<file path="config.mk">
export PLATFORM = sky130hd
export DESIGN_NAME = raypipe_trav
export DESIGN_NICKNAME = d
export VERILOG_FILES = /design/src/verilog/trav_pkg.sv /design/src/verilog/trav_if.sv /design/src/verilog/trav_decode.sv /design/src/verilog/trav_execute.sv /design/src/verilog/trav_result.sv /design/src/verilog/raypipe_trav.sv
export VERILOG_INCLUDE_DIRS = /design/src /design/src/verilog
export SDC_FILE = /design/constraint.sdc
export NUM_CORES = 2
export LEC_CHECK = 0
export BUFFER_PORTS_ARGS = -buffer_cell sky130_fd_sc_hd__buf_2
export CORE_ASPECT_RATIO = 0.8
export CORE_UTILIZATION = 63
export DETAILED_ROUTE_END_ITERATION = 6
export GPL_TIMING_DRIVEN = 0
export PLACE_DENSITY = 0.86
export SYNTH_ARGS = -nofsm -noshare
export SYNTH_HDL_FRONTEND = slang
export SYNTH_HIERARCHICAL = 1
export SYNTH_SLANG_ARGS = --single-unit
export TNS_END_PERCENT = 1
</file>
<file path="constraint.sdc">
create_clock -name clk -period 14.78 [get_ports clk]
set_input_delay 2.956 -clock clk [delete_from_list [all_inputs] [get_ports clk]]
set_output_delay 2.956 -clock clk [all_outputs]
set_load 0.1 [all_outputs]
</file>
<file path="src/verilog/trav_cfg.svh">
`ifndef TRAV_CFG_SVH
`define TRAV_CFG_SVH

// signed fixed-point coordinate width
`define COORD_W 16

// fraction bits of a coordinate and of the split parameter
`define FRAC_W 8

// signed ray parameter width
`define T_W 16

// ray store depth
`define NUM_RAYS 16

// tree node id width
`define NODE_W 8

// axis code of a leaf node
`define AXIS_LEAF 3

`endif

</file>
<file path="src/verilog/trav_pkg.sv">
`include "trav_cfg.svh"

package trav_pkg;

	// position, split position or inverse direction component
	typedef logic signed [`COORD_W-1:0] coord_t;

	// ray parameter along the ray
	typedef logic signed [`T_W-1:0] tparam_t;

	// index into the ray store
	typedef logic [$clog2(`NUM_RAYS)-1:0] ray_id_t;

	// kd-tree node id
	typedef logic [`NODE_W-1:0] node_id_t;

	// 0 is x, 1 is y, 2 is z, the last code marks a leaf
	typedef logic [1:0] axis_t;

	// children to visit after the split test
	typedef enum logic [1:0] {
		visit_near = 2'd0,
		visit_far  = 2'd1,
		visit_both = 2'd2,
		visit_leaf = 2'd3
	} visit_t;

endpackage

</file>
<file path="src/verilog/trav_if.sv">
`timescale 1ns/1ps

// decode to execute with the ray component already picked by the node axis
interface trav_sel_if;
	logic valid;
	logic stall;
	trav_pkg::ray_id_t ray_id;
	trav_pkg::node_id_t node_id;
	trav_pkg::axis_t axis;
	trav_pkg::coord_t split;
	trav_pkg::coord_t origin;
	trav_pkg::coord_t inv_dir;
	trav_pkg::tparam_t t_min;
	trav_pkg::tparam_t t_max;

	modport src (
		output valid, ray_id, node_id, axis, split, origin, inv_dir, t_min, t_max,
		input stall
	);

	modport dst (
		input valid, ray_id, node_id, axis, split, origin, inv_dir, t_min, t_max,
		output stall
	);
endinterface

// execute to result carrying the split parameter and direction sign
interface trav_split_if;
	logic valid;
	logic stall;
	trav_pkg::ray_id_t ray_id;
	trav_pkg::node_id_t node_id;
	trav_pkg::axis_t axis;
	logic dir_neg;
	trav_pkg::tparam_t t_split;
	trav_pkg::tparam_t t_min;
	trav_pkg::tparam_t t_max;

	modport src (
		output valid, ray_id, node_id, axis, dir_neg, t_split, t_min, t_max,
		input stall
	);

	modport dst (
		input valid, ray_id, node_id, axis, dir_neg, t_split, t_min, t_max,
		output stall
	);
endinterface

</file>
<file path="src/verilog/trav_decode.sv">
`timescale 1ns/1ps
`include "trav_cfg.svh"

module trav_decode (
	input logic clk,
	input logic rst_n,
	input logic ray_we,
	input trav_pkg::ray_id_t ray_waddr,
	input trav_pkg::coord_t ray_origin_x,
	input trav_pkg::coord_t ray_origin_y,
	input trav_pkg::coord_t ray_origin_z,
	input trav_pkg::coord_t ray_inv_dir_x,
	input trav_pkg::coord_t ray_inv_dir_y,
	input trav_pkg::coord_t ray_inv_dir_z,
	input logic req_valid,
	output logic req_stall,
	input trav_pkg::ray_id_t req_ray_id,
	input trav_pkg::node_id_t req_node_id,
	input trav_pkg::axis_t req_axis,
	input trav_pkg::coord_t req_split,
	input trav_pkg::tparam_t req_t_min,
	input trav_pkg::tparam_t req_t_max,
	trav_sel_if.src sel
);

	// ray store with one array per component
	trav_pkg::coord_t origin_x_mem [`NUM_RAYS];
	trav_pkg::coord_t origin_y_mem [`NUM_RAYS];
	trav_pkg::coord_t origin_z_mem [`NUM_RAYS];
	trav_pkg::coord_t inv_dir_x_mem [`NUM_RAYS];
	trav_pkg::coord_t inv_dir_y_mem [`NUM_RAYS];
	trav_pkg::coord_t inv_dir_z_mem [`NUM_RAYS];

	// ray read out with the request
	trav_pkg::coord_t origin_x_q;
	trav_pkg::coord_t origin_y_q;
	trav_pkg::coord_t origin_z_q;
	trav_pkg::coord_t inv_dir_x_q;
	trav_pkg::coord_t inv_dir_y_q;
	trav_pkg::coord_t inv_dir_z_q;

	logic load;

	// stage is full and execute cannot take it
	assign req_stall = sel.valid && sel.stall;
	assign load = req_valid && !req_stall;

	always_ff @(posedge clk) begin
		if (ray_we) begin
			origin_x_mem[ray_waddr] <= ray_origin_x;
			origin_y_mem[ray_waddr] <= ray_origin_y;
			origin_z_mem[ray_waddr] <= ray_origin_z;
			inv_dir_x_mem[ray_waddr] <= ray_inv_dir_x;
			inv_dir_y_mem[ray_waddr] <= ray_inv_dir_y;
			inv_dir_z_mem[ray_waddr] <= ray_inv_dir_z;
		end
	end

	always_ff @(posedge clk) begin
		if (!rst_n) begin
			sel.valid <= 1'b0;
		end else if (!req_stall) begin
			sel.valid <= req_valid;
		end
	end

	// request fields plus the stored ray held while stalled
	always_ff @(posedge clk) begin
		if (load) begin
			sel.ray_id <= req_ray_id;
			sel.node_id <= req_node_id;
			sel.axis <= req_axis;
			sel.split <= req_split;
			sel.t_min <= req_t_min;
			sel.t_max <= req_t_max;
			origin_x_q <= origin_x_mem[req_ray_id];
			origin_y_q <= origin_y_mem[req_ray_id];
			origin_z_q <= origin_z_mem[req_ray_id];
			inv_dir_x_q <= inv_dir_x_mem[req_ray_id];
			inv_dir_y_q <= inv_dir_y_mem[req_ray_id];
			inv_dir_z_q <= inv_dir_z_mem[req_ray_id];
		end
	end

	// component select where a leaf falls through to z
	always_comb begin
		case (sel.axis)
			2'd0: begin
				sel.origin = origin_x_q;
				sel.inv_dir = inv_dir_x_q;
			end
			2'd1: begin
				sel.origin = origin_y_q;
				sel.inv_dir = inv_dir_y_q;
			end
			default: begin
				sel.origin = origin_z_q;
				sel.inv_dir = inv_dir_z_q;
			end
		endcase
	end

endmodule

</file>
<file path="src/verilog/trav_execute.sv">
`timescale 1ns/1ps
`include "trav_cfg.svh"

module trav_execute (
	input logic clk,
	input logic rst_n,
	trav_sel_if.dst sel,
	trav_split_if.src split
);

	// difference needs one extra bit and the product holds both operands
	localparam int PROD_W = `COORD_W + 1 + `COORD_W;
	localparam logic signed [PROD_W-1:0] T_POS = (2 ** (`T_W - 1)) - 1;
	localparam logic signed [PROD_W-1:0] T_NEG = -(2 ** (`T_W - 1));

	logic signed [`COORD_W:0] diff;
	logic signed [PROD_W-1:0] prod;
	logic signed [PROD_W-1:0] prod_sh;
	trav_pkg::tparam_t t_split_sat;
	logic load;

	assign sel.stall = split.valid && split.stall;
	assign load = sel.valid && !sel.stall;

	// t at the split plane scaled back to fixed point
	assign diff = sel.split - sel.origin;
	assign prod = diff * sel.inv_dir;
	assign prod_sh = prod >>> `FRAC_W;

	// clamp to the tparam range
	always_comb begin
		if (prod_sh > T_POS) begin
			t_split_sat = T_POS[`T_W-1:0];
		end else if (prod_sh < T_NEG) begin
			t_split_sat = T_NEG[`T_W-1:0];
		end else begin
			t_split_sat = prod_sh[`T_W-1:0];
		end
	end

	always_ff @(posedge clk) begin
		if (!rst_n) begin
			split.valid <= 1'b0;
		end else if (!sel.stall) begin
			split.valid <= sel.valid;
		end
	end

	always_ff @(posedge clk) begin
		if (load) begin
			split.ray_id <= sel.ray_id;
			split.node_id <= sel.node_id;
			split.axis <= sel.axis;
			split.dir_neg <= sel.inv_dir[`COORD_W-1];
			split.t_split <= t_split_sat;
			split.t_min <= sel.t_min;
			split.t_max <= sel.t_max;
		end
	end

endmodule

</file>
<file path="src/verilog/trav_result.sv">
`timescale 1ns/1ps
`include "trav_cfg.svh"

module trav_result (
	input logic clk,
	input logic rst_n,
	trav_split_if.dst split,
	output logic out_valid,
	input logic out_stall,
	output trav_pkg::ray_id_t out_ray_id,
	output trav_pkg::visit_t out_visit,
	output trav_pkg::node_id_t out_near_id,
	output trav_pkg::node_id_t out_far_id,
	output trav_pkg::tparam_t out_t_split
);

	trav_pkg::node_id_t sibling_id;
	trav_pkg::node_id_t near_id;
	trav_pkg::node_id_t far_id;
	trav_pkg::visit_t visit;
	logic load;

	assign split.stall = out_valid && out_stall;
	assign load = split.valid && !split.stall;

	// children sit next to each other, first one is below the plane
	assign sibling_id = split.node_id + trav_pkg::node_id_t'(1);
	assign near_id = split.dir_neg ? sibling_id : split.node_id;
	assign far_id = split.dir_neg ? split.node_id : sibling_id;

	always_comb begin
		if (split.axis == `AXIS_LEAF) begin
			visit = trav_pkg::visit_leaf;
		end else if (split.t_split >= split.t_max || split.t_split[`T_W-1]) begin
			// plane behind the ray or past the segment
			visit = trav_pkg::visit_near;
		end else if (split.t_split <= split.t_min) begin
			visit = trav_pkg::visit_far;
		end else begin
			visit = trav_pkg::visit_both;
		end
	end

	always_ff @(posedge clk) begin
		if (!rst_n) begin
			out_valid <= 1'b0;
		end else if (!split.stall) begin
			out_valid <= split.valid;
		end
	end

	// output holding register
	always_ff @(posedge clk) begin
		if (load) begin
			out_ray_id <= split.ray_id;
			out_visit <= visit;
			out_near_id <= near_id;
			out_far_id <= far_id;
			out_t_split <= split.t_split;
		end
	end

endmodule

</file>
<file path="src/verilog/raypipe_trav.sv">
`timescale 1ns/1ps

module raypipe_trav (
	input logic clk,
	input logic rst_n,

	// ray store writes
	input logic ray_we,
	input trav_pkg::ray_id_t ray_waddr,
	input trav_pkg::coord_t ray_origin_x,
	input trav_pkg::coord_t ray_origin_y,
	input trav_pkg::coord_t ray_origin_z,
	input trav_pkg::coord_t ray_inv_dir_x,
	input trav_pkg::coord_t ray_inv_dir_y,
	input trav_pkg::coord_t ray_inv_dir_z,

	// traversal requests
	input logic req_valid,
	output logic req_stall,
	input trav_pkg::ray_id_t req_ray_id,
	input trav_pkg::node_id_t req_node_id,
	input trav_pkg::axis_t req_axis,
	input trav_pkg::coord_t req_split,
	input trav_pkg::tparam_t req_t_min,
	input trav_pkg::tparam_t req_t_max,

	// child visit results
	output logic out_valid,
	input logic out_stall,
	output trav_pkg::ray_id_t out_ray_id,
	output trav_pkg::visit_t out_visit,
	output trav_pkg::node_id_t out_near_id,
	output trav_pkg::node_id_t out_far_id,
	output trav_pkg::tparam_t out_t_split
);

	trav_sel_if sel_if ();
	trav_split_if split_if ();

	// ray store read and axis select
	trav_decode u_decode (
		.clk,
		.rst_n,
		.ray_we,
		.ray_waddr,
		.ray_origin_x,
		.ray_origin_y,
		.ray_origin_z,
		.ray_inv_dir_x,
		.ray_inv_dir_y,
		.ray_inv_dir_z,
		.req_valid,
		.req_stall,
		.req_ray_id,
		.req_node_id,
		.req_axis,
		.req_split,
		.req_t_min,
		.req_t_max,
		.sel(sel_if.src)
	);

	// split plane parameter
	trav_execute u_execute (
		.clk,
		.rst_n,
		.sel(sel_if.dst),
		.split(split_if.src)
	);

	// near and far classification
	trav_result u_result (
		.clk,
		.rst_n,
		.split(split_if.dst),
		.out_valid,
		.out_stall,
		.out_ray_id,
		.out_visit,
		.out_near_id,
		.out_far_id,
		.out_t_split
	);

endmodule

</file>
## Word-level counts from Yosys, hierarchy flattened

Memory sizes are Yosys's and may differ from the RTL's. A register that Yosys moved wholly into a read port is not among the register bits.
Cells that the tools add are included.
W data, S select, Z words.

| storage, ports and cells | value |
|---|---|
| memories kept | 6 |
| input port bits | 167 |
| word-level logic and storage cells | 56 |
| output and inout port bits | 40 |
| RAM bits | 1,536 |
| bits in registers | 166 |

| cells by class | value |
|---|---|
| magnitude comparators | 4 |
| multiplexer cells | 9 |
| $add $sub $neg | 2 |
| reduce and logical (&&, ||, !) cells | 11 |
| eq/ne operators | 2 |
| multipliers | 1 |

Memories:

| name | depth | width | rd ports | clocked after memory_dff | write ports | RTL line | source |
|---|---|---|---|---|---|---|---|
| u_decode.inv_dir_x_mem | 16 | 16 | 1 | 1 | 1 | trav_decode.sv:30 | `` trav_pkg::coord_t inv_dir_x_mem [`NUM_RAYS]; `` |
| u_decode.inv_dir_y_mem | 16 | 16 | 1 | 1 | 1 | trav_decode.sv:31 | `` trav_pkg::coord_t inv_dir_y_mem [`NUM_RAYS]; `` |
| u_decode.inv_dir_z_mem | 16 | 16 | 1 | 1 | 1 | trav_decode.sv:32 | `` trav_pkg::coord_t inv_dir_z_mem [`NUM_RAYS]; `` |
| u_decode.origin_x_mem | 16 | 16 | 1 | 1 | 1 | trav_decode.sv:27 | `` trav_pkg::coord_t origin_x_mem [`NUM_RAYS]; `` |
| u_decode.origin_y_mem | 16 | 16 | 1 | 1 | 1 | trav_decode.sv:28 | `` trav_pkg::coord_t origin_y_mem [`NUM_RAYS]; `` |
| u_decode.origin_z_mem | 16 | 16 | 1 | 1 | 1 | trav_decode.sv:29 | `` trav_pkg::coord_t origin_z_mem [`NUM_RAYS]; `` |

Operators with widths:

| cell | count |
|---|---|
| $pmux W16 S2 | 2 |
| $mul A17 B16 Y33 | 1 |
| $gt A25 B16 Y1 const B | 1 |
| $lt A25 B16 Y1 const B | 1 |
| $sub A16 B16 Y17 | 1 |
| $ge A16 B16 Y1 | 1 |
| $le A16 B16 Y1 | 1 |
| $mux W16 | 1 |
| $mux W8 | 2 |
| $add A8 B1 Y8 const B | 1 |
| $logic_and A1 B1 Y1 | 6 |
| $mux W2 | 2 |
| $logic_not A1 Y1 | 3 |
| $eq A2 B1 Y1 const B | 1 |
| $eq A2 B2 Y1 const B | 1 |
| $logic_not A2 Y1 | 1 |
| $mux W1 | 2 |
| $logic_or A1 B1 Y1 | 1 |

## Logic depth before layout (Yosys ltp)

| depth | value |
|---|---|
| word-level depth | 6 |
| gate-level depth with buffers | 39 |

## By module

The synthesis kept the hierarchy.

By module, submodules not included:

| module | times used | area an instance (µm²) | cells each |
|---|---|---|---|
| trav_decode | 1 | 62,857.8 | 2,633 |
| trav_execute | 1 | 13,477.9 | 1,399 |
| trav_result | 1 | 2,265.9 | 198 |

## Worst setup path before layout

No wires, ideal clock.

| timing path | value |
|---|---|
| kind | input to register |
| from | input port out_stall |
| to | register u_decode.inv_dir_x_q[0], read port of u_decode.inv_dir_x_mem, enable pin |
| required time | 14.087 ns |
| path slack | 3.224 ns |
| stages on the path | 4 |
| arrival time | 10.863 ns |
| cell sequence | and2_1 -> and2_1 -> and2_1 -> nor2b_1 |

| on the way | value |
|---|---|
| word-level cells in the longest chain between the ends | 5 |

Ends and longest elaborated chain:

| element | RTL line | source |
|---|---|---|
| start, declared | raypipe_trav.sv:29 | `input logic out_stall,` |
| $logic_and A1 B1 Y1 | trav_result.sv:23 | `assign split.stall = out_valid && out_stall;` |
| $logic_and A1 B1 Y1 | trav_execute.sv:22 | `assign sel.stall = split.valid && split.stall;` |
| via sel_if.stall | trav_if.sv:6 | `logic stall;` |
| $logic_and A1 B1 Y1 | trav_decode.sv:45 | `assign req_stall = sel.valid && sel.stall;` |
| via req_stall | raypipe_trav.sv:19 | `output logic req_stall,` |
| $logic_not A1 Y1 | trav_decode.sv:46 | `assign load = req_valid && !req_stall;` |
| $logic_and A1 B1 Y1 | trav_decode.sv:46 |  |
| via u_decode.load | trav_decode.sv:42 | `logic load;` |
| end, declared | trav_decode.sv:38 | `trav_pkg::coord_t inv_dir_x_q;` |

The timed path passes the listed nets, and every way through them passes these cells.
A chain may end at the register's enable or synchronous reset.

## Worst setup path after layout

| timing path | value |
|---|---|
| from | register u_decode.sel.axis[0] |
| to | register u_execute.split.t_split[1] (data pin) |

| on the way | value |
|---|---|
| word-level cells in the longest chain between the ends | 6 |
| elaborated cells on any way between the ends | 9 |
| those cells by class | add/sub: 1; mul: 1; order compare: 2; eq/ne: 1; mux: 3; reduce/logical: 1 |

Ends and longest elaborated chain:

| element | RTL line | source |
|---|---|---|
| start, declared | trav_if.sv:17 | `output valid, ray_id, node_id, axis, split, origin, inv_dir, t_min, t_max,` |
| start signal, assigned | trav_decode.sv:72 | `sel.axis <= req_axis;` |
| $eq A2 B1 Y1 / $logic_not A2 Y1 (equally long branches) | trav_decode.sv:87 | `case (sel.axis)` |
| $pmux W16 S2 (*) | trav_decode.sv:87 |  |
| via sel_if.origin[0] | trav_if.sv:11 | `trav_pkg::coord_t origin;` |
| $sub A16 B16 Y17 (*) | trav_execute.sv:26 | `assign diff = sel.split - sel.origin;` |
| $mul A17 B16 Y33 (*) | trav_execute.sv:27 | `assign prod = diff * sel.inv_dir;` |
| $lt A25 B16 Y1 | trav_execute.sv:34 | `end else if (prod_sh < T_NEG) begin` |
| $mux W16 | trav_execute.sv:34 |  |
| end signal, assigned | trav_execute.sv:55 | `split.t_split <= t_split_sat;` |
| end, declared | trav_if.sv:40 | `output valid, ray_id, node_id, axis, dir_neg, t_split, t_min, t_max,` |

Mark *: on every way through the listed nets, which the timed path passes. The rest lies on a longest branch.

==> qor.csv <==
stage;metric;value;unit
yosys;Top FF cell, synth;edfxtp_1;
finish;Area Overhead vs Synth;13.1;%
global_routing;Remaining Overflow, GRT;0;
clock_network;root buffer cell;clkbuf_16;
clock_network;hold_buf cts;0;
yosys;Mapped Cells;4230;
yosys;Post-synth EDFFs;1795;
worst_setup_path;Critical Path Start Type;flop;
floorplan;core box area;123000;um^2
yosys;Async SR Flop Fraction;0;%
timing;Max Slew Vio Count;8;
detailed_routing;DRC Markers;29;
clock_network;CTS tree;done;
finish;Fillers;6656;
global_routing;initial antenna violation count;34;
status;status;finished with violations;
placed_design;IO buf count;206;
yosys;Cell variety after synth;76;
worst_setup_path;largest stage delay on the critical path;1.07;ns
worst_setup_path;critical path type;flop to flop;
floorplan;Initial Utilization;63.7;%
clock_network;CTS H-tree depth;4;
finish;layout cells sized above 1;21.5;%
detailed_routing;Post-DRT Antenna Nets;0;
floorplan;num rows;115;
global_routing;first-pass GRT wire length;319000;um
finish;final instance count without filler cells;6504;
timing;RSZ-0062 raised after global routing;no;
timing;min Tclk post-route;12.81;ns
clock_network;worst skew pair latency;0.82;ns
timing;Slew @ Worst Pin;1.51;ns
placed_design;dpl ws;2.72;ns
finish;most frequent cells in the layout;edfxtp_1 (1795), mux4_2 (384), inv_1 (384);
min_path;hold crit path type;flop to flop;
yosys;Seq/Total Area, Yosys;68.7;%
floorplan;IO Count;207;
worst_setup_path;slowest CP cell;nor3_1;
detailed_routing;routed vias;45500;
status;failing checks;DRC, capacitance limit, slew limit;
timing;final hold vios;0;
placed_design;RD Place Congestion;0.963;
worst_setup_path;required time of the critical path;15.24;ns
worst_setup_path;crit end category;flop;
detailed_routing;Via density;7.00;
floorplan;Die X;397;um
clock_network;clock sink count;1798;
clock_network;Clock transition at path regs;0.06;ns
yosys;Ys Warns;6;
worst_setup_path;CP Max Fanout;10;
detailed_routing;Initial DRC Count;7637;
timing;Final Cycle Share;86.6;%
placed_design;placed cells;6183;
flow_run;max-cap violation count;1;
detailed_routing;Pre-antenna DRT Iters;7;
global_routing;number of global-route vias before repair;45900;
yosys;synthesis-stage register bit count;1798;
floorplan;total die area;126000;um^2
timing;setup violators final;0;
clock_network;setup bufs post-CTS;0;
global_routing;all-layer global routing usage;35.8;%
clock_network;Post-CTS Resized;0;
finish;most common cell after layout, fill and taps aside;edfxtp_1;
worst_setup_path;most frequent CP cell;fa_1;
detailed_routing;drt total wl;228000;um
timing;Max Freq;0.0781;GHz
worst_setup_path;CP top delay family;adder cells;
placed_design;hpwl dp;136000;um
finish;Final nets;5282;
timing;Worst Clk Skew;0.0710;ns
detailed_routing;DR WL/cell;35.0;um
timing;Slew headroom;-1.27;%
floorplan;Die Span Y;318;um
timing;Final Worst Setup Slack;1.97;ns
yosys;mean post-synth cell area;18.6;um^2
clock_network;number of buffers created by CTS;162;
global_routing;largest net degree at the start of global routing;34;
worst_setup_path;CP Data Arrival Time;13.26;ns
worst_setup_path;worst path bufs/invs;6;
clock_network;CTS max path bufs;3;
yosys;cell area after synthesis;78600;um^2
timing;TNS Setup;0;ns
yosys;synthesized net count;4803;
## metal layers
layer | track usage, % | share of wire, % | vias to the layer above
met1 | 47.1 | 33 | 22700
met2 | 54.5 | 46 | 4675
met5 | 0 | 0.077 | -
li1 | - | - | 17200
met4 | 19.0 | 6.4 | 28
met3 | 10.8 | 14 | 901
## Yosys cell counts (16+ instances only)
master    instances  area [um^2]
nor2_1           52          195
nand2b_1         17          106
buf_6            22          248
inv_1           384         1440
edfxtp_1       1795        53900
buf_4            24          180
fa_1            276         5530
nand3_1          16         80.1
mux4_2          384         8650
ha_1            130         1630
nor2b_1          25          156
buf_1            33          124
a22oi_1         193         1450
a21oi_1          50          250
xnor2_1          45          394
a21o_1           18          135
buf_2            20          100
and2_1          105          657
mux2i_1          33          330
o21ai_0          55          275
nand2_1         300         1130
clkbuf_1         96          360
## state kept, by name, summed over array words and instances (netlist names), 256 cells and up
| name | flops |
|---|---|
| u_decode/origin_z_mem | 256 |
| u_decode/origin_x_mem | 256 |
| u_decode/inv_dir_z_mem | 256 |
| u_decode/origin_y_mem | 256 |
| u_decode/inv_dir_x_mem | 256 |
| u_decode/inv_dir_y_mem | 256 |
## per-stage QoR
stage,area [um^2],hold WS [ns],util (%)
final,88900,0.414,72.1
after floorplan,78600,0.400,-
after CTS,88900,0.416,72.1
after global placement,81700,0.400,66.2
after detailed placement,83600,0.405,67.8
after global routing,88900,0.422,72.1
## cell families (layout without fill, tap and decap cells)
| logic type | count (synthesis) | in the layout | share of synthesized area [%] |
|---|---|---|---|
| other | 0 | 28 | 0 |
| adder cells (fa/ha/maj) | 406 | 406 | 9.10 |
| flip-flops | 1798 | 1798 | 68.7 |
| multiplexers | 420 | 420 | 11.5 |
| AO/OA/AOI/OAI | 385 | 385 | 3.47 |
| buffers and inverters | 581 | 1189 | 3.13 |
| XOR/XNOR | 58 | 58 | 0.646 |
| AND/OR/NAND/NOR | 582 | 582 | 3.54 |
## final timing paths
check,cells past startpoint,end,startpoint,slack [ns]
max reg2reg,35,u_execute/split.t_split[1],u_decode/sel.axis[0],1.97
max,35,u_execute/split.t_split[1],u_decode/sel.axis[0],1.97
min reg2reg,0,u_execute/split.t_min[4],u_decode/sel.t_min[4],0.41
min,0,u_execute/split.t_min[4],u_decode/sel.t_min[4],0.41
## layout make-up
cell class / instances / area, um^2 / area share (%)
sequential: 1798 / 54000 / 60.7
multi-input combinational: 1851 / 22300 / 25.1
clock buffer: 196 / 4220 / 4.75
timing repair buffer: 315 / 2820 / 3.17
tap: 1638 / 2050 / 2.30
inverter: 384 / 1440 / 1.62
clock inverter: 97 / 1040 / 1.17
buffer: 197 / 1020 / 1.15
antenna: 28 / 70.1 / 0.0788
Power is left out: the tool's default activity adds up to more than one toggle a clock period on the data nets, which glitch-free logic cannot reach.
